$ cat src/hdl/l2_cache_pkg.sv
// shared types for the four-way L2 cache; whole-line writes only, no byte enables
package l2_cache_pkg;

    // geometry
    localparam int NUM_WAYS = 4;
    localparam int WAY_BITS = 2;
    localparam int SET_BITS = 3;
    localparam int TAG_BITS = 13;
    localparam int ADDR_BITS = 16;
    localparam int LINE_BITS = 64;
    localparam int PLRU_BITS = 3;

    // idle cycles with a full EWB before it is written back
    localparam int DRAIN_IDLE_CYCLES = 7;
    localparam int DRAIN_CNT_BITS = $clog2(DRAIN_IDLE_CYCLES + 1);

    typedef logic [WAY_BITS-1:0] way_t;
    typedef logic [LINE_BITS-1:0] line_t;

    // [2] lower/upper pair, [1] inside lower pair, [0] inside upper pair
    typedef logic [PLRU_BITS-1:0] plru_t;

    typedef struct packed {
        logic [TAG_BITS-1:0] tag;
        logic [SET_BITS-1:0] set_index;
    } line_fields_t;

    // one line address seen raw or as tag and set
    typedef union packed {
        logic [ADDR_BITS-1:0] raw;
        line_fields_t f;
    } line_addr_u;

    typedef struct packed {
        logic read;
        logic write;
        line_addr_u addr;
        line_t wdata;
    } cpu_req_t;

    typedef struct packed {
        logic read;
        logic write;
        logic [ADDR_BITS-1:0] addr;
        line_t wdata;
    } pmem_req_t;

    // array operation for one way of the current set
    typedef struct packed {
        logic fill;
        logic cpu_write;
        logic invalidate;
        way_t way;
    } way_op_t;

endpackage
$ cat src/hdl/plru_tree.sv
// tree pseudo-LRU, three bits per set; victim_way ignores valid bits, control handles those
`timescale 1ns/1ns
module plru_tree (
    input  logic                            clk,
    input  logic                            rst,
    input  logic [l2_cache_pkg::SET_BITS-1:0] set_index,
    input  logic                            plru_update,
    input  l2_cache_pkg::way_t              hit_way,
    output l2_cache_pkg::way_t              victim_way
);
    import l2_cache_pkg::*;

    plru_t tree [2**SET_BITS];
    plru_t cur;
    plru_t nxt;

    assign cur = tree[set_index];

    // bit 2 low points at the upper pair
    always_comb
    begin
        if (!cur[2])
            victim_way = cur[0] ? way_t'(2) : way_t'(3);
        else
            victim_way = cur[1] ? way_t'(0) : way_t'(1);
    end

    // mark the path to the hit way and keep the other pair's bit
    always_comb
    begin
        nxt = cur;
        case (hit_way)
            2'd0:
            begin
                nxt[2] = 1'b0;
                nxt[1] = 1'b0;
            end
            2'd1:
            begin
                nxt[2] = 1'b0;
                nxt[1] = 1'b1;
            end
            2'd2:
            begin
                nxt[2] = 1'b1;
                nxt[0] = 1'b0;
            end
            default:
            begin
                nxt[2] = 1'b1;
                nxt[0] = 1'b1;
            end
        endcase
    end

    always_ff @(posedge clk)
    begin
        if (rst)
        begin
            for (int s = 0; s < 2**SET_BITS; s++)
                tree[s] <= '0;
        end
        else if (plru_update)
            tree[set_index] <= nxt;
    end

endmodule

$ cat config.mk
export PLATFORM = sky130hd
export DESIGN_NAME = plru_tree
export DESIGN_NICKNAME = d
export VERILOG_FILES = /design/src/hdl/l2_cache_pkg.sv /design/src/hdl/plru_tree.sv
export SDC_FILE = /design/constraint.sdc
export NUM_CORES = 1
export LEC_CHECK = 0
export ABC_CLOCK_PERIOD_IN_PS = 2550
export BUFFER_PORTS_ARGS = -buffer_cell sky130_fd_sc_hd__buf_2
export CAP_MARGIN = 20
export CORE_ASPECT_RATIO = 1.75
export CORE_MARGIN = 1.5
export CORE_UTILIZATION = 35
export DETAILED_ROUTE_END_ITERATION = 10
export SYNTH_ARGS = -nofsm -noshare
export SYNTH_HDL_FRONTEND = slang
export SYNTH_SLANG_ARGS = --single-unit
$ cat constraint.sdc
create_clock -name clk -period 2.55 [get_ports clk]
set_input_delay 0.1275 -clock clk [delete_from_list [all_inputs] [get_ports clk]]
set_output_delay 0.1275 -clock clk [all_outputs]
set_load 0.01 [all_outputs]
==> run metrics <==
IO buf count 9; post-CTS sizing 0; vias in the first global route 774; Synth area leader edfxtp_1; TritonCTS Buffers 3; Top FF cell, synth edfxtp_1; max cap viols 0; Routed Wire Length 2.31 mm; Avg WL per Cell 15.0 µm; library cells used by synthesis 24; Max FO, Critical Path 2; area of the multi-input gates 448 µm²; Clock Tree Root clkbuf_8; Skew-Pair Late Insertion Delay 0.26 ns; Hold Crit Class input port to register; Top Usage Layer GRT met2; VDD IR max 0.211 mV; # Post-CTS Setup Buffers 0; critical path data arrival time 1.77 ns; GRT Overall Usage 0.135; Setup WS post-layout 0.648 ns; met1 Track Usage GR 0.137; Post-route DRC 0; yosys warns 0; CTS Sinks 24; hold_buf cts 0; die width 47.6 µm; Max Clk Rate 526 MHz; initial core utilization 0.363; H-tree depth 1; Mapped Nets 109; TNS Setup 0 ns; Layout Nets 118; sequential fraction of the synthesis area 0.591; total grt overflow 0; min Tclk post-route ~1.9 ns; row cnt 28; total power 771 µW; Vias approximately 760; Clock transition at path regs ~0.080 ns; DRT Pass-1 Iters 4; Placer Congestion 0.803; ys async rst share 0; Worst setup SP type register; max_slew headroom 0.698; Placement Setup Slack 0.816 ns; Final Skew 0.00212 ns; max reg flops 24; Regs by FF count tree: 24 flops; DIE AREA 3860 µm²; post-route cell area 1320 µm²; Mapped Cells approximately 100; run status completed; met2 Usage GRT 0.257; top post-synthesis cells by area edfxtp_1, nor2_1, mux2i_1, nand2b_1, mux4_2; FF+latch count, synth 24; P per Cell Area ~580 nW/µm²; post-route clock period utilization 0.746; initial DRC count 26; Post-synth EDFFs 24; placed standard-cell area 1280 µm²; Slew @ Worst Pin 0.453 ns; WP data required 2.42 ns; met3 Use GR 0.0200; largest register by flop count tree; leakage around 0.50 nW; Mean Syn Cell Area 12.1 µm²; Core ar. 3360 µm²; Setup CP Type register to output pin; initial antenna violation count 0; Area Overhead vs Synth 8.41%; ant diodes 0; count leader, synth nor2_1; Crit. End Element output pin; first-pass GRT wire length 3.57 mm; share of cells above drive strength 1 0.147; RSZ-0062 raised after global routing no; die height about 80 µm; CTS tree built; Final ANT Viol Nets 0; DR vias/cell slightly below 5; Hold Violations, Final 0; DP Wirelength 1.78 mm; fillers about 350; largest net degree at the start of global routing 18; mapped cell area 1220 µm²; Yosys top cell area share 0.591; Slew Viols, Final 0; Commonest cells post-synth nor2_1, edfxtp_1, mux2i_1, nand2b_1, nand2_1; I/O Pins 10; Setup Viol. Count Final 0; clk buf depth 2; sequential cell area 721 µm²
## stage by stage
step,hold slack [ns],instances,util
floorplan,0.477,101,-
global placement,0.628,150,0.380
detailed placement,0.641,150,0.380
CTS,0.367,154,0.393
global route,0.381,154,0.393
finish,0.376,154,0.393
## per-layer routing
metal	part of all wire	vias up
met5	0	-
met4	0.0082	0
met3	0.025	2
met2	0.60	9
met1	0.37	376
li1	-	374
## cells by family (layout without fill, tap and decap cells)
logic type,after synthesis,after routing,share of synthesized area
buf+inv,7,15,0.0420
flops,24,24,0.591
simple gates,51,51,0.196
mux,13,13,0.128
compound gates,6,6,0.0431
## final cells by class
type / instances / area share
flip-flops and latches: 24 / 0.545
multi-input cells: 70 / 0.339
well taps: 45 / 0.0426
repair buffers: 9 / 0.0341
clock buffers: 3 / 0.0312
inverters: 2 / 0.00568
clock inverters: 1 / 0.00284
## cell usage in the layout (no fill, tap or decap)
master,synthesis,layout
nor2b_1,1,1
nor2_1,27,27
nand2b_1,10,10
a21oi_1,1,1
and3b_1,1,1
a21o_1,1,1
edfxtp_1,24,24
o311ai_0,1,1
buf_2,1,9
nand2_1,6,6
mux2_2,1,1
nor3b_1,2,2
and2b_1,1,1
a311o_1,1,1
mux2i_1,10,10
o22ai_1,1,1
clkinv_1,1,2
clkbuf_8,0,3
nand3_1,3,3
a21o_4,1,1
inv_1,1,1
mux4_2,2,2
## worst max-delay path: stages, from the launching register on
cell and delay (ns):
edfxtp_1 0.37, nor3b_1 0.14, a311o_1 0.34, a21oi_1 0.18
mux2_2 0.35, buf_2 0.14
## where the power goes
group / switching [mW] / internal (mW)
combinational: 0.0538 / 0.0373
sequential: 0.00575 / 0.453
clock: 0.114 / 0.107
## path summary, 6_finish.rpt
path / start / end / slack, ns / depth (start not counted)
worst max-delay path: tree[0][2] / victim_way[0] / 0.65 / 5
worst min-delay path: rst / tree[3][1] / 0.38 / 2
worst max register to register: tree[3][1] / tree[3][1] / 1.02 / 4
worst min register to register: tree[5][0] / tree[3][0] / 1.19 / 4
No activity file was read; power rests on OpenSTA's default activity.
