## src/hdl/l2_cache_pkg.sv

```systemverilog
// shared types for the four-way L2 cache; whole-line writes only, no byte enables
package l2_cache_pkg;

    // geometry
    localparam int NUM_WAYS = 4;
    localparam int WAY_BITS = 2;
    localparam int SET_BITS = 3;
    localparam int TAG_BITS = 13;
    localparam int ADDR_BITS = 16;
    localparam int LINE_BITS = 64;
    localparam int PLRU_BITS = 3;

    // idle cycles with a full EWB before it is written back
    localparam int DRAIN_IDLE_CYCLES = 7;
    localparam int DRAIN_CNT_BITS = $clog2(DRAIN_IDLE_CYCLES + 1);

    typedef logic [WAY_BITS-1:0] way_t;
    typedef logic [LINE_BITS-1:0] line_t;

    // [2] lower/upper pair, [1] inside lower pair, [0] inside upper pair
    typedef logic [PLRU_BITS-1:0] plru_t;

    typedef struct packed {
        logic [TAG_BITS-1:0] tag;
        logic [SET_BITS-1:0] set_index;
    } line_fields_t;

    // one line address seen raw or as tag and set
    typedef union packed {
        logic [ADDR_BITS-1:0] raw;
        line_fields_t f;
    } line_addr_u;

    typedef struct packed {
        logic read;
        logic write;
        line_addr_u addr;
        line_t wdata;
    } cpu_req_t;

    typedef struct packed {
        logic read;
        logic write;
        logic [ADDR_BITS-1:0] addr;
        line_t wdata;
    } pmem_req_t;

    // array operation for one way of the current set
    typedef struct packed {
        logic fill;
        logic cpu_write;
        logic invalidate;
        way_t way;
    } way_op_t;

endpackage
```

## src/hdl/eviction_buffer.sv

```systemverilog
// single-entry write-back buffer; a load while full would overwrite, control drains first
`timescale 1ns/1ns
module eviction_buffer (
    input  logic                                clk,
    input  logic                                rst,
    input  logic                                ewb_load,
    input  logic                                ewb_update,
    input  logic                                ewb_clear,
    input  logic [l2_cache_pkg::ADDR_BITS-1:0]  req_addr,
    input  logic [l2_cache_pkg::ADDR_BITS-1:0]  victim_addr,
    input  l2_cache_pkg::line_t                 victim_data,
    input  l2_cache_pkg::line_t                 wdata,
    output logic                                full,
    output logic                                match,
    output logic [l2_cache_pkg::ADDR_BITS-1:0]  held_addr,
    output l2_cache_pkg::line_t                 held_data
);
    import l2_cache_pkg::*;

    // stale address must not hit once empty
    assign match = full && (held_addr == req_addr);

    always_ff @(posedge clk)
    begin
        if (rst)
            full <= 1'b0;
        else if (ewb_load)
            full <= 1'b1;
        else if (ewb_clear)
            full <= 1'b0;
    end

    // entry contents
    always_ff @(posedge clk)
    begin
        if (ewb_load)
        begin
            held_addr <= victim_addr;
            held_data <= victim_data;
        end
        else if (ewb_update)
        begin
            // write hit replaces the whole buffered line
            held_data <= wdata;
        end
    end

endmodule

```

## config.mk

```make
export PLATFORM = sky130hd
export DESIGN_NAME = eviction_buffer
export DESIGN_NICKNAME = d
export VERILOG_FILES = /design/src/hdl/l2_cache_pkg.sv /design/src/hdl/eviction_buffer.sv
export SDC_FILE = /design/constraint.sdc
export NUM_CORES = 1
export LEC_CHECK = 0
export ABC_AREA = 1
export BUFFER_PORTS_ARGS = -buffer_cell sky130_fd_sc_hd__buf_2
export CORE_MARGIN = 5
export CORE_UTILIZATION = 35
export CTS_BUF_LIST = sky130_fd_sc_hd__clkbuf_4 sky130_fd_sc_hd__clkbuf_8
export DETAILED_ROUTE_END_ITERATION = 10
export GPL_ROUTABILITY_DRIVEN = 0
export PLACE_DENSITY = 0.74
export SLEW_MARGIN = 20
export SYNTH_ARGS = -nofsm -noshare
export SYNTH_HDL_FRONTEND = slang
export SYNTH_SLANG_ARGS = --single-unit
export TNS_END_PERCENT = 100
```

## constraint.sdc

```tcl
create_clock -name clk -period 2 [get_ports clk]
set_input_delay 0.3 -clock clk [delete_from_list [all_inputs] [get_ports clk]]
set_output_delay 0.3 -clock clk [all_outputs]
set_load 0.01 [all_outputs]
```

==> out/qor.txt <==
status: finished clean
Post-DRT Antenna Nets: 0
Post-Syn Instances: 368
Hold Path Depth: 2
final WL: 10,350 um
static leakage: 2.743 nW
Syn. warnings: 0
clk_lat worst skew: 0.34 ns
drt via density: 4.333
initial antenna violation count: 0
R2R Path Start: full
beginning of the worst hold path: rst
dpl cells: 738
gr ovfl total: 0
Post-DP Area: 4903 um2
NumNets Final: 781
Worst Max-Slew Pin Slew: 1.013 ns
crit path time final: 1.710 ns
Synth Area per Inst: 9.697 um2
synth unique cells: 16
Fill cells: 913
startpoint types: flop
# IOs: 247
worst min path class: in -> reg
Clock Power Share: 0.294
DRC viols: 0
Critical Path Sink Type: output pin
CP max FO: 2
hold_buf cts: 0
Crit Path Category: reg -> out
CTS root buf: clkbuf_8
Core Rows: 36
Setup Buffers After CTS: 0
clk buf depth: 2
Critical Path RT: 1.70 ns
skew final: 0 ns
share of layout cells above drive strength 1: 0.4283
TNS Setup: 0 ns
final critical-path share of the clock period: 0.8550
reg2reg end: full
post-synthesis instance area: 3568 um2
via count: 3,267
Worst Hold End: full
Die W: 111.0 um
PD cells: 774.7 nW/um2
CTS H-tree depth: 3
post_cts resized: 0
DR iter-0 viols: 131
RSZ-0062 raised after global routing: false
max-capacitance violation count: 0
CTS Buf Count: 9
vias in the first global route: 3,333
pin count of the biggest net entering global routing: 65
Die ar.: 12,310 um2
worst vdd ir: 359.7 uV
Reg2Reg Setup Slack: 1.29 ns
total power: 0.003950 W
f_max: 584.8 MHz
first-pass GRT wire length: 16,350 um
clk slew on worst S/H paths: 0.08 ns
diode count: 0
Final Max Slew Viols: 0
clk sinks: 81
Net Sw Frac: 0.2561
net switching power figure: 0.001012 W
Slew HR: 0.3239
syn nets: 533
Core Region: 9864 um2
Starting Density: 0.3617
Pre-antenna DRT Iters: 4
internal power: 0.002938 W
hold_ws: 0.1139 ns
Post-Layout Cell Count: 754
chip height: 111.0 um
GRT Total Usage: 0.1666
Hold Vio Cnt, Final: 0
Combinational Power Share: 0.170
Worst Reg-to-Reg Cells: 4
CTS tree: yes
FF+latch count, synth: 81
DR WL/cell: 13.73 um
area grow syn2layout: 42.88%
portion of total power attributed to sequential cells: 0.536
register area share after synthesis: 0.6788
Setup-failing EPs final: 0
IO Port Bufs: 246
hpwl dp: 8323 um
worst path arrival time: 1.41 ns
Finished Cell Area: 5099 um2
==> worst max-delay path by stage <==
stage                       from  depth (start not counted)            end  slack (ns)
finish              held_addr[9]                          8          match        0.29
global route        held_addr[5]                          8          match        0.13
CTS                 held_addr[9]                          8          match        0.24
detailed placement      ewb_load                          4  held_data[59]        0.42
global placement        ewb_load                          4  held_data[63]        0.48
floorplan               ewb_load                          2   held_data[0]        0.31
==> power by group through the flow <==
stage	Sequential, W	Combinational, W	Clock, W
after floorplan	0.00226	0.000196	0
after global placement	0.00215	0.000666	0
after detailed placement	0.00216	0.000681	0
after CTS	0.00212	0.000682	0.00121
after global routing	0.00214	0.000752	0.00129
final	0.00212	0.000671	0.00116
==> worst max-delay path: stages, from the launching register on <==
cell and delay [ns]:
edfxtp_1 0.39, inv_1 0.08, nor2_1 0.04, nor2_1 0.08, nand2_1 0.06, nor2_1 0.12, nand3_1 0.09, nor2_1 0.08
buf_2 0.13
==> cells in the final DEF, fill, tap and decap left out, types with 3 or more instances in the layout <==
cell type and n:
edfxtp_1 80, buf_2 246, nand2_1 224, inv_1 27
nor2_1 11, clkbuf_8 9, buf_4 4, o21ai_0 3
clkinv_4 3
==> area by class of cell <==
class | count | area, um2 | area share
Sequential cell | 81 | 2422 | 0.4751
Timing Repair Buffer | 250 | 1261 | 0.2474
Multi-Input combinational cell | 246 | 948.4 | 0.1860
Tap cell | 133 | 166.4 | 0.03264
Clock buffer | 9 | 123.9 | 0.02429
Inverter | 28 | 105.1 | 0.02061
Clock inverter | 7 | 71.32 | 0.01399
==> per-layer routing <==
| metal | routed length, um | global-route usage | up-vias |
|---|---|---|---|
| li1 | - | - | 1655 |
| met1 | 3955 | 0.1872 | 1419 |
| met2 | 4925 | 0.2816 | 177 |
| met3 | 1241 | 0.06441 | 16 |
| met4 | 230 | 0.07143 | 0 |
| met5 | 0 | 0 | - |
==> stage by stage <==
| step | setup slack (ns) | util |
|---|---|---|
| 6_report | 0.2900 | 0.5169 |
| 5_1_grt | 0.1319 | 0.5169 |
| 4_1_cts | 0.2433 | 0.5169 |
| 3_5_place_dp | 0.4163 | 0.4971 |
| 3_3_place_gp | 0.4848 | 0.4971 |
| 2_1_floorplan | 0.3053 | - |
==> synth_stat cells <==
master / n / share of area
xnor2_1: 1 / 0.0025
o21ai_0: 3 / 0.0042
o22ai_1: 2 / 0.0035
xor2_1: 1 / 0.0025
a21oi_1: 1 / 0.0014
buf_2: 8 / 0.011
nor2_1: 11 / 0.012
dfxtp_1: 1 / 0.0056
buf_4: 1 / 0.0021
inv_2: 1 / 0.0011
or2_2: 1 / 0.0018
edfxtp_1: 80 / 0.67
buf_6: 4 / 0.013
nand3_1: 2 / 0.0028
inv_1: 27 / 0.028
nand2_1: 224 / 0.24
==> registers in the layout, summed over array words and instances (netlist names) <==
signal     flops
held_data     64
held_addr     16
full           1
==> cells by family (layout without fill, tap and decap cells) <==
logic type      after synthesis  count (layout)  share of synthesized area
xor+xnor                      2               2                   0.004910
compound gates                6               6                   0.009113
simple gates                238             238                     0.2518
buf+inv                      41             294                    0.05540
flops                        81              81                     0.6788
Note: power is estimated with default switching activity, not from simulation.
