[src/hdl/l2_cache_pkg.sv]
// shared types for the four-way L2 cache; whole-line writes only, no byte enables
package l2_cache_pkg;

    // geometry
    localparam int NUM_WAYS = 4;
    localparam int WAY_BITS = 2;
    localparam int SET_BITS = 3;
    localparam int TAG_BITS = 13;
    localparam int ADDR_BITS = 16;
    localparam int LINE_BITS = 64;
    localparam int PLRU_BITS = 3;

    // idle cycles with a full EWB before it is written back
    localparam int DRAIN_IDLE_CYCLES = 7;
    localparam int DRAIN_CNT_BITS = $clog2(DRAIN_IDLE_CYCLES + 1);

    typedef logic [WAY_BITS-1:0] way_t;
    typedef logic [LINE_BITS-1:0] line_t;

    // [2] lower/upper pair, [1] inside lower pair, [0] inside upper pair
    typedef logic [PLRU_BITS-1:0] plru_t;

    typedef struct packed {
        logic [TAG_BITS-1:0] tag;
        logic [SET_BITS-1:0] set_index;
    } line_fields_t;

    // one line address seen raw or as tag and set
    typedef union packed {
        logic [ADDR_BITS-1:0] raw;
        line_fields_t f;
    } line_addr_u;

    typedef struct packed {
        logic read;
        logic write;
        line_addr_u addr;
        line_t wdata;
    } cpu_req_t;

    typedef struct packed {
        logic read;
        logic write;
        logic [ADDR_BITS-1:0] addr;
        line_t wdata;
    } pmem_req_t;

    // array operation for one way of the current set
    typedef struct packed {
        logic fill;
        logic cpu_write;
        logic invalidate;
        way_t way;
    } way_op_t;

endpackage
[src/hdl/way_arrays.sv]
// tag/valid/dirty/data for 8 sets x 4 ways; reads are combinational, writes at the edge
`timescale 1ns/1ns
module way_arrays (
    input  logic                    clk,
    input  logic                    rst,
    input  l2_cache_pkg::line_addr_u addr,
    input  l2_cache_pkg::way_op_t   way_op,
    input  l2_cache_pkg::line_t     wdata,
    input  l2_cache_pkg::line_t     fill_data,
    input  l2_cache_pkg::way_t      victim_way,
    output logic                    hit,
    output l2_cache_pkg::way_t      hit_way,
    output logic                    all_valid,
    output l2_cache_pkg::way_t      first_invalid,
    output logic                    victim_dirty,
    output logic [l2_cache_pkg::TAG_BITS-1:0] victim_tag,
    output l2_cache_pkg::line_t     victim_data,
    output l2_cache_pkg::line_t     hit_data
);
    import l2_cache_pkg::*;

    logic [TAG_BITS-1:0] tag_mem [NUM_WAYS][2**SET_BITS];
    line_t data_mem [NUM_WAYS][2**SET_BITS];
    logic [NUM_WAYS-1:0] valid [2**SET_BITS];
    logic [NUM_WAYS-1:0] dirty [2**SET_BITS];
    logic [NUM_WAYS-1:0] way_hit;
    logic [SET_BITS-1:0] set;

    assign set = addr.f.set_index;

    // compare all four tags of the set at once
    always_comb
    begin
        for (int w = 0; w < NUM_WAYS; w++)
            way_hit[w] = valid[set][w] && (tag_mem[w][set] == addr.f.tag);
    end

    // one-hot hit to index
    always_comb
    begin
        hit_way = '0;
        for (int w = 0; w < NUM_WAYS; w++)
        begin
            if (way_hit[w])
                hit_way = way_t'(w);
        end
    end

    // scan downward so the lowest invalid way wins
    always_comb
    begin
        first_invalid = '0;
        for (int w = NUM_WAYS - 1; w >= 0; w--)
        begin
            if (!valid[set][w])
                first_invalid = way_t'(w);
        end
    end

    assign hit = |way_hit;
    assign all_valid = &valid[set];
    assign hit_data = data_mem[hit_way][set];
    assign victim_dirty = dirty[set][victim_way];
    assign victim_tag = tag_mem[victim_way][set];
    assign victim_data = data_mem[victim_way][set];

    // status bits
    always_ff @(posedge clk)
    begin
        if (rst)
        begin
            for (int s = 0; s < 2**SET_BITS; s++)
            begin
                valid[s] <= '0;
                dirty[s] <= '0;
            end
        end
        else if (way_op.fill)
        begin
            valid[set][way_op.way] <= 1'b1;
            dirty[set][way_op.way] <= 1'b0;
        end
        else if (way_op.cpu_write)
            dirty[set][way_op.way] <= 1'b1;
        else if (way_op.invalidate)
        begin
            valid[set][way_op.way] <= 1'b0;
            dirty[set][way_op.way] <= 1'b0;
        end
    end

    // payload
    always_ff @(posedge clk)
    begin
        if (way_op.fill)
        begin
            tag_mem[way_op.way][set] <= addr.f.tag;
            data_mem[way_op.way][set] <= fill_data;
        end
        else if (way_op.cpu_write)
            data_mem[way_op.way][set] <= wdata;
    end

endmodule

[config.mk]
export PLATFORM = sky130hd
export DESIGN_NAME = way_arrays
export DESIGN_NICKNAME = d
export VERILOG_FILES = /design/src/hdl/l2_cache_pkg.sv /design/src/hdl/way_arrays.sv
export SDC_FILE = /design/constraint.sdc
export NUM_CORES = 2
export LEC_CHECK = 0
export BUFFER_PORTS_ARGS = -buffer_cell sky130_fd_sc_hd__buf_2
export CAP_MARGIN = 25
export CORE_ASPECT_RATIO = 0.6
export CORE_MARGIN = 3
export CORE_UTILIZATION = 35
export DETAILED_ROUTE_END_ITERATION = 12
export MAX_ROUTING_LAYER = met4
export PLACE_DENSITY = 0.58
export SYNTH_ARGS = -nofsm -noshare
export SYNTH_HDL_FRONTEND = slang
export SYNTH_SLANG_ARGS = --single-unit
[constraint.sdc]
create_clock -name clk -period 10.8 [get_ports clk]
set_input_delay 2.7 -clock clk [delete_from_list [all_inputs] [get_ports clk]]
set_output_delay 2.7 -clock clk [all_outputs]
set_load 0.02 [all_outputs]
==> summary.txt <==
Floorplanning
  – Die Ht: 463 um
  – Die Wd: 768 um
  – I/O pin count: 301
  – Rows: 167
  – Starting Density: 35.2%
  – Die area: 356000 um^2
  – Core area: 346000 um^2

Final layout
  – Area added between synthesis and finish: 13.9%
  – Most frequent cells in the layout: edfxtp_1 (2528), mux4_2 (662), mux2_2 (645)
  – Area occupied by multi-input gates: 43900 um^2
  – # fillers: 31300
  – Layout cells sized above 1: 29.7%
  – Final instance area: 139000 um^2
  – NumNets Final: 8194
  – Register area: 75900 um^2
  – Commonest non-fill, non-tap cell in the layout: edfxtp_1

Timing
  – Setup Viol. Count Final: 0
  – Hold WS: 2.22 ns
  – Setup TNS: 0 ns
  – Final hold violation count: 0
  – Worst slew margin relative to its limit: 16.3%
  – Fin crit share: 99.3%
  – RSZ-0062 raised after global routing: false
  – Fin. max-slew vios: 0
  – Max Clk Rate: 93.2 MHz
  – Slew @ Worst Pin: 1.26 ns
  – Period minus WS final: 10.73 ns

GRT
  – Total global routing overflow: 0
  – Initial antenna violation count: 100
  – Number of global-route vias before repair: 84500
  – Pin count of the biggest net entering global routing: 95
  – GRT Overall Usage: 30.3%
  – First-pass GRT wire length: 730 mm

Pwr
  – Comb power frac: 9.5%
  – Pwr/cell area: 157 nW/um^2
  – Sequential Power Share: 50.9%
  – Sw frac: 24.8%
  – Internal power: 16400 uW
  – Leak: 0.0438 uW
  – VDD IR max: 0.000136 V
  – Tot Pwr: 21700 uW
  – P_sw: 5380 uW
  – Clock power share: 39.6%

Worst hold path
  – Hold Path Class: in -> reg

Status
  – Result of the run: complete, no violations

Place
  – Placed inst area: 131000 um^2
  – Routability congestion estimate from global placement: 0.975
  – Dpl hpwl: 321 mm
  – Port Buffers: 300

Worst setup path
  – Crit path arrival time: 8.03 ns
  – Setup CP Type: in -> out
  – Critical path origin: addr[0]
  – Endpoint class of the critical path: output pin
  – Critical path depth: 15
  – Critical path's largest stage delay: 0.75 ns
  – Bufs and invs on worst path: 5
  – Cell mode on critical path: buf_4
  – Critical-path cell list: buf_8 -> mux2i_1 -> o22a_1 -> a21oi_1 -> nor4_1 -> buf_4 -> nand4bb_1 -> or3_4 -> nand3_4 -> buf_4 -> o22ai_1 -> a2111oi_0 -> buf_4 -> nand4_1 -> buf_2
  – Crit-path leading delay family: simple AND/OR/NAND/NOR gates
  – Critical Path Source Type: input port
  – Highest-delay cell along the critical path: mux2i_1
  – CP Capture Point: hit_data[49]
  – WP data required: 8.10 ns
  – Crit Path Max Fanout: 40

Clock network
  – CTS tree: yes
  – Quantity of hold-fixing buffers added after cts: 0
  – Maximum clock path buffer count: 4
  – CTS buffer count: 238
  – Clk pin slew, worst setup/hold paths: 0.07 ns
  – Post-cts sizing count: 0
  – # clock sinks: 2528
  – Postcts setup bufs: 0
  – Clk root buf: clkbuf_16
  – H-tree levels: 4

Synthesis
  – Syn Nets: 7928
  – Mapped Area: 122000 um^2
  – Synth Flop Type: edfxtp_1
  – Register bit count reported by yosys: 2528
  – Post-Syn Instances: 7775
  – Post-synth EDFFs: 2528
  – Netlist cell types: 76
  – Ys async rst share: 0%
  – Seq/Total Area, Yosys: 62.3%
  – Ys Warns: 0
  – Synth Area per Inst: 15.7 um^2

Drt
  – DRC Markers: 0
  – Drt first-iter violations: 17200
  – Vias per std cell: 6.90
  – Vias: 89300
  – DRT Pass-1 Iters: 9
  – Antenna viol nets, final: 0
  – Routed wire length: 543 mm
  – Wire length per cell: 41.9 um

Job
  – Max_cap viols: 0
==> cell type report <==
cell class / instances / share of cell area [%]
flip-flops and latches: 2528 / 54.7
inverters: 11 / 0.0324
clock buffers: 277 / 4.44
diodes: 71 / 0.128
repair buffers: 675 / 3.93
clock inverters: 150 / 1.00
multi-input cells: 4587 / 31.6
well taps: 4647 / 4.19
==> metrics by stage <==
step	utilization, %	setup WS (ns)	instances
3_5_place_dp	37.9	0.165	12400
4_1_cts	40.1	0.150	12900
6_report	40.2	0.0710	12900
3_3_place_gp	37.9	0.113	12400
5_1_grt	40.1	0.0796	12900
2_1_floorplan	-	1.70	7775
==> worst min-delay path by stage <==
stage	cells after the start	end	startpoint	slack, ns
2_1_floorplan	0	tag_mem[0][0]	addr[3]	2.80
3_3_place_gp	2	data_mem[3][161]	fill_data[33]	3.16
3_5_place_dp	2	data_mem[2][353]	fill_data[33]	3.17
4_1_cts	1	tag_mem[0][9]	addr[12]	2.16
5_1_grt	1	tag_mem[0][22]	addr[12]	2.21
6_report	1	tag_mem[0][22]	addr[12]	2.22
==> metal layers <==
| layer | share of wire, % | vias to the layer above | wire length, um | GRT usage [%] |
|---|---|---|---|---|
| met5 | 0 | - | 0 | - |
| met4 | 5.0 | 0 | 27100 | 12.9 |
| met3 | 17 | 1584 | 92800 | 11.1 |
| met2 | 41 | 9083 | 222000 | 40.6 |
| met1 | 37 | 45900 | 200000 | 41.1 |
| li1 | - | 32700 | - | - |
==> flip-flops by register name, indices dropped and copies added (netlist names) <==
| signal | flops |
|---|---|
| data_mem | 2048 |
| dirty | 32 |
| tag_mem | 416 |
| valid | 32 |
==> synth_stat cells (all sizes together) (46+ instances only) <==
cell type  number  area [um^2]
edfxtp       2528        75900
mux4          662        14900
mux2          645         7260
nand2         506         1900
clkbuf        482         1810
a22oi         430         3230
mux2i         414         4140
nor2          332         1250
a21oi         304         1520
buf           167         1010
nand4         149          932
nand3         142          711
o22ai         138          863
o21ai         122          611
a211oi         91          683
o2bb2ai        79          692
a31oi          72          450
a221oi         62          543
nor4           48          315
nor3           46          245
==> power groups by stage <==
stage,clock network (uW),logic [uW],registers [uW]
finish,8600,2070,11100
global route,9010,2110,11100
CTS,8600,2000,11100
detailed placement,0,1990,11300
global placement,0,1970,11300
floorplan,0,1100,11200
==> logic make-up after synthesis <==
family	share of synthesized area, %
and+or+nand+nor	4.97
AOI/OAI and AO/OA	8.64
DFF	62.3
muxes	21.6
buffers and inverters	2.35
xor gates and xnor gates	0.172
Power figures use the tool's default switching activity.
