$ cat config.mk
export PLATFORM = sky130hd
export DESIGN_NAME = cache_control
export DESIGN_NICKNAME = d
export VERILOG_FILES = /design/src/hdl/l2_cache_pkg.sv /design/src/hdl/cache_control.sv
export SDC_FILE = /design/constraint.sdc
export NUM_CORES = 1
export LEC_CHECK = 0
export BUFFER_PORTS_ARGS = -buffer_cell sky130_fd_sc_hd__clkbuf_2
export CAP_MARGIN = 10
export CORE_ASPECT_RATIO = 0.7
export CORE_MARGIN = 2
export CORE_UTILIZATION = 26
export DETAILED_ROUTE_END_ITERATION = 12
export PLACE_DENSITY_LB_ADDON = 0.3
export SLEW_MARGIN = 15
export SYNTH_ARGS = -nofsm -noshare
export SYNTH_HDL_FRONTEND = slang
export SYNTH_SLANG_ARGS = --single-unit
$ cat constraint.sdc
create_clock -name clk -period 2.05 [get_ports clk]
set_input_delay 0.3075 -clock clk [delete_from_list [all_inputs] [get_ports clk]]
set_output_delay 0.3075 -clock clk [all_outputs]
set_load 0.005 [all_outputs]
$ cat src/hdl/l2_cache_pkg.sv
// shared types for the four-way L2 cache; whole-line writes only, no byte enables
package l2_cache_pkg;

    // geometry
    localparam int NUM_WAYS = 4;
    localparam int WAY_BITS = 2;
    localparam int SET_BITS = 3;
    localparam int TAG_BITS = 13;
    localparam int ADDR_BITS = 16;
    localparam int LINE_BITS = 64;
    localparam int PLRU_BITS = 3;

    // idle cycles with a full EWB before it is written back
    localparam int DRAIN_IDLE_CYCLES = 7;
    localparam int DRAIN_CNT_BITS = $clog2(DRAIN_IDLE_CYCLES + 1);

    typedef logic [WAY_BITS-1:0] way_t;
    typedef logic [LINE_BITS-1:0] line_t;

    // [2] lower/upper pair, [1] inside lower pair, [0] inside upper pair
    typedef logic [PLRU_BITS-1:0] plru_t;

    typedef struct packed {
        logic [TAG_BITS-1:0] tag;
        logic [SET_BITS-1:0] set_index;
    } line_fields_t;

    // one line address seen raw or as tag and set
    typedef union packed {
        logic [ADDR_BITS-1:0] raw;
        line_fields_t f;
    } line_addr_u;

    typedef struct packed {
        logic read;
        logic write;
        line_addr_u addr;
        line_t wdata;
    } cpu_req_t;

    typedef struct packed {
        logic read;
        logic write;
        logic [ADDR_BITS-1:0] addr;
        line_t wdata;
    } pmem_req_t;

    // array operation for one way of the current set
    typedef struct packed {
        logic fill;
        logic cpu_write;
        logic invalidate;
        way_t way;
    } way_op_t;

endpackage
$ cat src/hdl/cache_control.sv
// cache FSM; the requester must hold read/write, addr and wdata steady until resp
`timescale 1ns/1ns
module cache_control (
    input  logic                    clk,
    input  logic                    rst,
    input  l2_cache_pkg::cpu_req_t  req,
    input  logic                    hit,
    input  l2_cache_pkg::way_t      hit_way,
    input  logic                    all_valid,
    input  l2_cache_pkg::way_t      first_invalid,
    input  l2_cache_pkg::way_t      victim_way,
    input  logic                    victim_dirty,
    input  logic                    ewb_full,
    input  logic                    ewb_match,
    input  logic                    pmem_resp,
    output logic                    resp,
    output logic                    draining,
    output logic                    pmem_read,
    output logic                    pmem_write,
    output l2_cache_pkg::way_op_t   way_op,
    output logic                    plru_update,
    output logic                    ewb_load,
    output logic                    ewb_update,
    output logic                    ewb_clear
);
    import l2_cache_pkg::*;

    typedef enum logic [2:0] {
        S_IDLE,
        S_LOOKUP,
        S_EVICT,
        S_FILL,
        S_DRAIN
    } state_t;

    state_t state;
    state_t next_state;
    logic [DRAIN_CNT_BITS-1:0] idle_cnt;
    logic req_active;
    way_t fill_way;

    assign req_active = req.read | req.write;

    // tree choice only once the set is full
    assign fill_way = all_valid ? victim_way : first_invalid;

    always_ff @(posedge clk)
    begin
        if (rst)
            state <= S_IDLE;
        else
            state <= next_state;
    end

    // drain countdown runs only in idle with a full EWB
    always_ff @(posedge clk)
    begin
        if (rst)
            idle_cnt <= DRAIN_CNT_BITS'(DRAIN_IDLE_CYCLES);
        else if (state == S_LOOKUP || state == S_DRAIN)
            idle_cnt <= DRAIN_CNT_BITS'(DRAIN_IDLE_CYCLES);
        else if (state == S_IDLE && ewb_full && idle_cnt != '0)
            idle_cnt <= idle_cnt - 1'b1;
    end

    always_comb
    begin
        next_state = state;
        resp = 1'b0;
        draining = 1'b0;
        pmem_read = 1'b0;
        pmem_write = 1'b0;
        way_op = '0;
        plru_update = 1'b0;
        ewb_load = 1'b0;
        ewb_update = 1'b0;
        ewb_clear = 1'b0;

        case (state)
            S_IDLE:
            begin
                // a waiting request beats the drain
                if (req_active)
                    next_state = S_LOOKUP;
                else if (ewb_full && idle_cnt == '0)
                    next_state = S_DRAIN;
            end

            S_LOOKUP:
            begin
                if (hit)
                begin
                    resp = 1'b1;
                    plru_update = 1'b1;
                    way_op.cpu_write = req.write;
                    way_op.way = hit_way;
                    next_state = S_IDLE;
                end
                else if (ewb_match)
                begin
                    // line sits in the EWB and is served there
                    resp = 1'b1;
                    ewb_update = req.write;
                    next_state = S_IDLE;
                end
                else if (all_valid && victim_dirty)
                begin
                    // single slot is emptied before the eviction
                    next_state = ewb_full ? S_DRAIN : S_EVICT;
                end
                else
                begin
                    next_state = S_FILL;
                end
            end

            S_EVICT:
            begin
                // dirty victim moves into the EWB and its way is freed
                ewb_load = 1'b1;
                way_op.invalidate = 1'b1;
                way_op.way = victim_way;
                next_state = S_FILL;
            end

            S_FILL:
            begin
                pmem_read = 1'b1;
                if (pmem_resp)
                begin
                    way_op.fill = 1'b1;
                    way_op.way = fill_way;
                    // lookup again now hits
                    next_state = S_LOOKUP;
                end
            end

            S_DRAIN:
            begin
                draining = 1'b1;
                pmem_write = 1'b1;
                if (pmem_resp)
                begin
                    ewb_clear = 1'b1;
                    next_state = req_active ? S_LOOKUP : S_IDLE;
                end
            end

            default:
            begin
                next_state = S_IDLE;
            end
        endcase
    end

endmodule

==> out/results.md, run 1 <==
• fraction of the mapped netlist area in adder cells: 0.0472
• DRT Pass-1 Iters: 6
• accumulated negative setup slack: 0 ns
• library cell used as clock root buffer: clkbuf_4
• Inserted Clock Buffers: 3
• max-cap violation count: 0
• Layout area overhead: 30.7%
• buffers added on ports: 28
• Clock Pin Slew Worst Setup and Hold Paths: 0.04 ns
• effective utilization at floorplan: 0.281
• PwrDens: 544 nW/µm²
• Top-Level Pins: 109
• CP max stage delay: 0.44 ns
• die area: 2420 µm²
• count of hold buffers inserted by post-cts repair: 0
• Post-Syn Instances: 72
• setup skew after layout: 0.00157 ns
• combinational family with the most area after synthesis: simple AND/OR/NAND/NOR gates
• Pwr Total: 0.000377 W
• final routed wire length divided by cell count: 11.5 µm
• fraction of the mapped netlist area in compound gates: 0.189
• total via count after detailed routing: 571
• worst path arrival time: 1.56 ns
• total core area: 1890 µm²
• portion of the post-synthesis area used by sequential elements: 0.226
• antenna violations before repair: 0
• Hold Violations, Final: 0
• Die W: 58.0 µm
• final count of negative-setup-slack endpoints: 0
• Site Rows: 13
• maximum buffer depth of the clock tree: 2
• Syn. warnings: 0
• Final #Nets: 199
• vertical extent of the die: 41.8 µm
• DPL Wire Length: 1.14 mm
• H-tree depth: 1
• setup repair after global routing missed its margin: no
• nature of the critical path startpoint: flip-flop
• combined global-route utilization of all metal layers: 0.125
• largest net degree at the start of global routing: 13
• min cycle time layout: 1.86 ns
• Hold Worst Slack: 0.280 ns
• DRC: 0
• clock latency on the worst-skew pair: 0.25 ns
• CTS sink cnt: 6
• 1st-iter DRT viols: 13
• Critical Setup Path Class: reg2out
• synthesis-stage register bit count: 6
• proportion of layout cells with a drive suffix above 1: 0.404
• largest vdd supply drop: 0.000254 V
• wire length of the first global-routing pass: 2.27 mm
• highest net fanout along the worst path: 9
• top cells by area, synth: dfxtp_1 23%, nor3_1 6.6%, inv_1 6.4%
• routed wire length: 1.39 mm
• maximum clock frequency: 537 MHz
• post-synthesis cell type count: 30
• share of the clock period used by the worst path: 0.909
• DRT antenna net count: 0
• per-instance average area after synthesis: 7.37 µm²
• data required time at the worst endpoint: 1.74 ns
• Crit. End Element: output port
• highest-delay cell along the critical path: or3b_4
• leakage power figure: 0.358 nW
• relative slew slack: 0.736
• vias per cell: 4.72
• aggregate global routing overflow: 0
• Post-Syn Nets: 170
• number of global-route vias before repair: 501
• family of cells with the greatest summed delay on the critical path: simple AND/OR/NAND/NOR gates
• series of cell instances along the critical path: or3b_4 -> nor2_2 -> a22oi_1 -> o21ai_0 -> clkbuf_2
• post-synthesis share of cell area spent on and, or, nand and nor gates: 0.351
• slew at the pin with the worst max-slew slack: 0.392 ns
• class of the tightest hold or removal check: in2reg
• final max-slew violation count: 0
• TritonCTS clock tree: done
• share of synthesized area spent on multiplexers: 0
• XOR/XNOR share of the synthesized area: 0.0495
• Final Wtd Congestion: 0.869
• netlist area before placement: 531 µm²
• library cell with the largest summed area after synthesis: dfxtp_1
• top cell type's share of synthesized area: 0.226
• number of buffer and inverter stages on the critical path: 1
• status: finished, final reports clean
• Inserted Diodes: 0
layer usage:
metal,track usage,wire (µm),up-vias
met2,0.173,573,30
met3,0.0498,120,5
li1,-,-,305
met5,0,0,-
met4,0.0558,23,0
met1,0.169,670,231
area by class of cell:
class                           count  area [µm²]
Sequential cell                     6         124
Clock buffer                        3        22.5
Timing Repair Buffer               29         148
Tap cell                           22        27.5
Multi-Input combinational cell     52         338
Fill cell                         215        1190
Inverter                            9        33.8
synthesized netlist by cell type:
cell type  number
nand4_1         1
and4b_1         1
o211ai_1        2
and3_1          1
nor2_2          1
nor3_1          7
nor2_1          5
a211oi_1        1
nor3_2          2
nand3_1         2
and2_1          1
dfxtp_1         6
nand2_1         5
xor2_1          2
nor4_2          1
inv_1           9
nand2b_1        2
buf_2           1
buf_4           3
a32oi_1         1
a21oi_1         2
ha_1            2
o21ai_0         4
xnor2_1         1
buf_6           1
nor2b_1         2
a31oi_1         1
or3b_4          1
a221oi_1        2
a22oi_1         2
timing repair:
item / 4_1_cts / 5_1_grt
gates resized for setup: 0 / 3
endpoints found under the setup margin: 0 / 2
buffers inserted: 0 / 0
final timing paths:
check | from | end | slack [ns] | depth (start not counted)
hold reg to reg | idle_cnt[1]$_SDFFE_PP1P_ | idle_cnt[1]$_SDFFE_PP1P_ | 0.48 | 2
hold / removal | rst | state[2]$_SDFFE_PP0P_ | 0.28 | 2
setup / recovery | state[0]$_SDFFE_PP0P_ | way_op[0] | 0.19 | 5
setup reg to reg | state[0]$_SDFFE_PP0P_ | state[2]$_SDFFE_PP0P_ | 0.67 | 4
flip-flops by register name (all words and copies together), names as in the netlist:
signal,flops
idle_cnt,3
state,3
power breakdown:
part | total (W) | internal [W] | switching (W)
Clock | 0.000110 | 0.0000663 | 0.0000438
Sequential | 0.000145 | 0.000130 | 0.0000149
Combinational | 0.000122 | 0.0000575 | 0.0000645
metrics by stage:
step                      instances  cell area, µm²  worst slack [ns]   util
final                           121             693             0.186  0.367
after global routing            121             693            0.0273  0.367
after CTS                       121             689            0.0730  0.365
after detailed placement        118             667             0.341  0.353
after global placement          118             667             0.353  0.353
after floorplan                  72             531             0.593      -
cells by family after synthesis:
logic type | after synthesis
flip-flops | 6
buffers and inverters | 14
adder cells (fa/ha/maj) | 2
XOR/XNOR | 3
AND/OR/NAND/NOR | 32
AO/OA/AOI/OAI | 15
cell usage in the layout, fill, tap and decap left out, types with 2 or more instances in the layout:
cell type  count
a22oi_1        2
a221oi_1       2
nor2b_1        2
dfxtp_2        3
clkbuf_4       3
xor2_1         2
inv_1          9
ha_1           2
o211ai_1       2
clkbuf_2      28
nor3_2         2
nor2_1         5
o21ai_0        4
nand3_1        2
nor3_1         7
dfxtp_1        3
nand2b_1       2
nand2_1        5
a21oi_1        2
Note: power is estimated with default switching activity, not from simulation.
==> run 2: changes to the inputs <==
--- a/config.mk
+++ b/config.mk
@@ -12,6 +12,7 @@
 export CORE_UTILIZATION = 26
 export DETAILED_ROUTE_END_ITERATION = 12
 export PLACE_DENSITY_LB_ADDON = 0.3
+export RECOVER_POWER = 50
 export SLEW_MARGIN = 15
 export SYNTH_ARGS = -nofsm -noshare
 export SYNTH_HDL_FRONTEND = slang
==> run 2 against run 1 <==
Compared with the run above:
- first-iteration DRC count up 46%
- die area unchanged
- sequential share of layout area up 0.30 points
- clock-buffer cell count unchanged
- largest cell class unchanged
- via count up 0.88%
- clock skew about the same
- critical endpoint unchanged
- wire length up 0.14%
- maximum frequency up 0.75%
- clock power about the same
- sequential cell count unchanged
- critical path type unchanged
==> out/results.md, run 2 (synthesized netlist as in run 1, its figures left out) <==
• status: finished, final reports clean
• series of cell instances along the critical path: or3b_4 -> nor2_2 -> a22oi_1 -> o21ai_0 -> clkbuf_2
• combinational share of power: 0.321, -0.003
• antenna violations before repair: 0, unchanged
• total via count after detailed routing: 576, +0.88%
• Final #Nets: 199, unchanged
• Worst setup startpoint: state[0]$_SDFFE_PP0P_
• count of hold buffers inserted by post-cts repair: 0, unchanged
• Inserted Diodes: 0, unchanged
• commonest cells after routing, fill and taps aside: 28 x clkbuf_2, 9 x inv_1, 8 x nor3_1
• Die W: 58.0 µm, unchanged
• min cycle time layout: 1.85 ns, -0.0138 ns
• number of buffer and inverter stages on the critical path: 1, unchanged
• reg2reg start: state[0]$_SDFFE_PP0P_
• Final Wtd Congestion: 0.869, unchanged
• maximum buffer depth of the clock tree: 2, unchanged
• sequential group share of total power: 0.385, about the same
• aggregate global routing overflow: 0, unchanged
• most common library cell in the layout ignoring fill and taps: clkbuf_2
• Clock Pin Slew Worst Setup and Hold Paths: 0.04 ns, about the same
• Top-Level Pins: 109, unchanged
• buffers added on ports: 28, unchanged
• Site Rows: 13, unchanged
• 1st-iter DRT viols: 19, +6
• Layout area overhead: 28.5%
• routed wire length: 1.39 mm, +0.14%
• vias per cell: 4.76, +0.88%
• total core area: 1890 µm², unchanged
• Inserted Clock Buffers: 3, unchanged
• largest registers ranked by flip-flop count: idle_cnt x3, state x3
• Worst Setup Slack, final: 0.200 ns, +0.0138 ns
• data required time at the worst endpoint: 1.74 ns, about the same
• setup skew after layout: 0.00161 ns, +0.0000394 ns
• leakage power figure: 0.356 nW, -0.38%
• wire length of the first global-routing pass: 2.27 mm, unchanged
• internal power consumption: 0.000253 W, -0.13%
• relative slew slack: 0.736, about the same
• worst path arrival time: 1.54 ns, -0.02 ns
• slew at the pin with the worst max-slew slack: 0.393 ns, +0.000291 ns
• DRT Pass-1 Iters: 5, -1
• max-cap violation count: 0, unchanged
• highest net fanout along the worst path: 9, unchanged
• clock latency on the worst-skew pair: 0.25 ns, about the same
• library cell used as clock root buffer: clkbuf_4
• proportion of layout cells with a drive suffix above 1: 0.384, -0.0202
• family of cells with the greatest summed delay on the critical path: simple AND/OR/NAND/NOR gates
• Crit. End Element: output port
• effective utilization at floorplan: 0.281, unchanged
• share of the clock period used by the worst path: 0.902, -0.00674
• DPL Wire Length: 1.14 mm, unchanged
• Clock Power Share: 0.294, +0.002
• vertical extent of the die: 41.8 µm, unchanged
• largest net degree at the start of global routing: 13, unchanged
• combined global-route utilization of all metal layers: 0.125, unchanged
• hold path start: rst
• H-tree depth: 1, unchanged
• final routed wire length divided by cell count: 11.5 µm, +0.14%
• sw frac: 0.324, -0.00292
• CP max stage delay: 0.43 ns, about the same
• number of cells on the worst hold path: 2, unchanged
• DRC: 0, unchanged
• number of global-route vias before repair: 501, unchanged
• TritonCTS clock tree: done
• Sw Pwr: 0.000121 W, -1.4%
• maximum clock frequency: 541 MHz, +0.75%
• PwrDens: 550 nW/µm², +1.1%
• setup repair after global routing missed its margin: no
• depth of the critical timing path with buffers and inverters included: 5, unchanged
• nature of the critical path startpoint: flip-flop
• Critical Setup Path Class: reg2out
• die area: 2420 µm², unchanged
• CTS sink cnt: 6, unchanged
• DRT antenna net count: 0, unchanged
• highest-delay cell along the critical path: or3b_4
• Hold Violations, Final: 0, unchanged
• class of the tightest hold or removal check: in2reg
• largest vdd supply drop: 0.000253 V, -0.34%
• accumulated negative setup slack: 0 ns, unchanged
• final max-slew violation count: 0, unchanged
• cell count of the worst reg-to-reg path: 4, unchanged
• Placement Setup Slack: 0.341 ns, unchanged
• final count of negative-setup-slack endpoints: 0, unchanged
-- run 2: cell counts in the layout (fill, tap and decap cells not counted) --
No cell type changed its count.
-- run 2: power groups by stage --
stage | combinational [W] | sequential [W] | clock [W]
6_report | 0.000120 | 0.000144 | 0.000110
4_1_cts | 0.000123 | 0.000143 | 0.000114
5_1_grt | 0.000134 | 0.000147 | 0.000125
3_5_place_dp | 0.000123 | 0.000146 | 0
2_1_floorplan | 0.0000939 | 0.000134 | 0
3_3_place_gp | 0.000120 | 0.000145 | 0
-- run 2: path summary, 6_finish.rpt --
check | to | slack [ns]
hold / removal | state[2]$_SDFFE_PP0P_ | 0.28
setup reg to reg | state[0]$_SDFFE_PP0P_ | 0.61
setup / recovery | way_op[0] | 0.20
hold reg to reg | idle_cnt[1]$_SDFFE_PP1P_ | 0.48
-- run 2: layout make-up --
type / count / area [µm²]
Fill cell: 218 / 1200
Multi-Input combinational cell: 52 / 327
Timing Repair Buffer: 29 / 148
Sequential cell: 6 / 124
Inverter: 9 / 33.8
Tap cell: 22 / 27.5
Clock buffer: 3 / 22.5
-- run 2: routing by layer --
layer  up-vias  part of all wire  routed length, µm  GRT usage
met4         0             0.017                 23     0.0558
met2        31              0.40                558      0.173
li1        305                 -                  -          -
met5         -                 0                  0          0
met3         5             0.091                127     0.0498
met1       235              0.49                679      0.169
-- run 2: metrics by stage --
step                total power (W)  cells  cell area, µm²  utilization  hold WS, ns
finish                     0.000375    121             682        0.361        0.281
global route               0.000407    121             682        0.361        0.265
CTS                        0.000381    121             689        0.365        0.283
detailed placement         0.000268    118             667        0.353        0.472
global placement           0.000265    118             667        0.353        0.462
floorplan                  0.000228     72             531            -        0.377
-- run 2: worst register-to-register path: stages (launching register included) --
cell and delay, ns:
dfxtp_2 0.40, or3b_4 0.44, nor3_1 0.26, a221oi_1 0.13, nor3_1 0.13
-- run 2: repair_timing --
item | in CTS | in global routing
endpoints found under the setup margin | 0 | 2
gates resized for setup | 0 | 3
buffers inserted | 0 | 0
==> run 3: changes to the inputs <==
--- a/config.mk
+++ b/config.mk
@@ -12,7 +12,7 @@
 export CORE_UTILIZATION = 26
 export DETAILED_ROUTE_END_ITERATION = 12
 export PLACE_DENSITY_LB_ADDON = 0.3
-export RECOVER_POWER = 50
+export RECOVER_POWER = 100
 export SLEW_MARGIN = 15
 export SYNTH_ARGS = -nofsm -noshare
 export SYNTH_HDL_FRONTEND = slang
==> run 3 against run 2 <==
Compared with the run above:
- die area stayed put
- sequential power about the same
- largest cell class unchanged
- maximum frequency fell by 0.37%
- sequential share of layout area grew 0.17 points
- first-iteration DRC count unchanged
==> out/results.md, run 3 (synthesized netlist as in run 1, its figures left out) <==
• Layout area overhead: 27.4%
• most common library cell in the layout ignoring fill and taps: clkbuf_2
• final max-slew violation count: 0, unchanged
• total core area: 1890 µm², unchanged
• number of global-route vias before repair: 501, unchanged
• largest registers ranked by flip-flop count: idle_cnt x3, state x3
• PwrDens: 553 nW/µm², +0.68%
• Hold Worst Slack: 0.281 ns, -0.0000600 ns
• Core Util, Final: 0.358, -0.00332
• library cell used as clock root buffer: clkbuf_4
• fill cell instance count of the final layout: 219, +0.46%
• max-cap violation count: 0, unchanged
• maximum buffer depth of the clock tree: 2, unchanged
• proportion of layout cells with a drive suffix above 1: 0.354, -0.0303
• Critical Setup Path Class: reg2out
• largest vdd supply drop: 0.000254 V, +0.36%
• antenna violations before repair: 0, unchanged
• highest net fanout along the worst path: 9, unchanged
• aggregate global routing overflow: 0, unchanged
• data required time at the worst endpoint: 1.74 ns, about the same
• Inserted Diodes: 0, unchanged
• share of the clock period used by the worst path: 0.906, +0.00332
• worst path arrival time: 1.55 ns, about the same
• Layout Cells excl Fill: 121, unchanged
• clock latency on the worst-skew pair: 0.25 ns, about the same
• routed wire length: 1.40 mm, +0.58%
• TritonCTS clock tree: done
• Final Wtd Congestion: 0.869, unchanged
• buffers added on ports: 28, unchanged
• maximum clock frequency: 539 MHz, -0.37%
• Die W: 58.0 µm, unchanged
• effective utilization at floorplan: 0.281, unchanged
• vertical extent of the die: 41.8 µm, unchanged
• largest net degree at the start of global routing: 13, unchanged
• count of hold buffers inserted by post-cts repair: 0, unchanged
• CTS sink cnt: 6, unchanged
• Top-Level Pins: 109, unchanged
• wire length of the first global-routing pass: 2.27 mm, unchanged
• class of the tightest hold or removal check: in2reg
• final count of negative-setup-slack endpoints: 0, unchanged
• DRT antenna net count: 0, unchanged
• sequential cell area: 124 µm², unchanged
• nature of the critical path startpoint: flip-flop
• multi-input logic area: 327 µm², unchanged
• H-tree depth: 1, unchanged
• Crit. End Element: output port
• setup skew after layout: 0.00156 ns, -0.0000520 ns
• instance area after placement: 667 µm², unchanged
• relative slew slack: 0.736, about the same
• total via count after detailed routing: 583, +1.2%
• Site Rows: 13, unchanged
• accumulated negative setup slack: 0 ns, unchanged
• DRC: 0, unchanged
• setup repair after global routing missed its margin: no
• min cycle time layout: 1.86 ns, +0.00681 ns
• slew at the pin with the worst max-slew slack: 0.392 ns, -0.000299 ns
• Clock Pin Slew Worst Setup and Hold Paths: 0.04 ns, about the same
• final cell area excluding filler cells: 676 µm², -0.92%
• leakage power figure: 0.344 nW, -3.4%
• vias per cell: 4.82, +1.2%
• commonest cells after routing, fill and taps aside: 26 x clkbuf_2, 9 x inv_1, 8 x nor3_1
• Hold Violations, Final: 0, unchanged
• DRT Pass-1 Iters: 6, +1
• Inserted Clock Buffers: 3, unchanged
• combined global-route utilization of all metal layers: 0.125, unchanged
• die area: 2420 µm², unchanged
• final routed wire length divided by cell count: 11.5 µm, +0.58%
• 1st-iter DRT viols: 19, unchanged
• cell total after placement: 118, unchanged
• DPL Wire Length: 1.14 mm, unchanged
• Final #Nets: 199, unchanged
• status: finished, final reports clean
[run 3: changes by cell type in the layout (fill, tap and decap cells not counted), sizes merged]
cell,change
buf,-1
clkbuf,+1
[run 3: final timing paths]
path,startpoint,end,slack [ns],depth (start not counted)
hold reg to reg,idle_cnt[1]$_SDFFE_PP1P_,idle_cnt[1]$_SDFFE_PP1P_,0.48,2
setup reg to reg,state[0]$_SDFFE_PP0P_,state[0]$_SDFFE_PP0P_,0.60,4
setup / recovery,state[0]$_SDFFE_PP0P_,way_op[0],0.19,5
hold / removal,rst,state[2]$_SDFFE_PP0P_,0.28,2
[run 3: timing repair]
action                                  4_1_cts  5_1_grt
endpoints found under the setup margin        0        2
gates resized for setup                       0        3
hold endpoints to repair                      0        0
setup buffers                                 0        0
[run 3: final cells by class]
cell class	instances	area share
flip-flops and latches	6	0.183
inverters	9	0.0500
well taps	22	0.0407
multi-input cells	52	0.483
repair buffers	29	0.209
clock buffers	3	0.0333
[run 3: metal layers]
| layer | share of wire | GRT usage | wire, µm | vias to the layer above |
|---|---|---|---|---|
| met5 | 0 | 0 | 0 | - |
| met4 | 0.016 | 0.0558 | 23 | 0 |
| met3 | 0.097 | 0.0498 | 136 | 5 |
| met2 | 0.41 | 0.173 | 575 | 38 |
| met1 | 0.47 | 0.169 | 660 | 236 |
| li1 | - | - | - | 304 |
[run 3: through the flow]
step	total power, W	worst slack (ns)
floorplan	0.000228	0.593
global placement	0.000265	0.353
detailed placement	0.000268	0.341
CTS	0.000381	0.0730
global route	0.000405	0.0653
finish	0.000374	0.193
[run 3: report_power, final]
part | switching [W] | leakage (nW) | internal [W]
logic | 0.0000630 | 0.280 | 0.0000559
clock network | 0.0000438 | 0.0138 | 0.0000663
registers | 0.0000149 | 0.0504 | 0.000130
total | 0.000122 | 0.344 | 0.000252
[run 3: worst max-delay path, stage by stage (launching register included)]
cell      delay [ns]
dfxtp_2         0.41
or3b_4          0.44
nor2_2          0.16
a22oi_1         0.09
o21ai_0         0.08
clkbuf_2        0.13
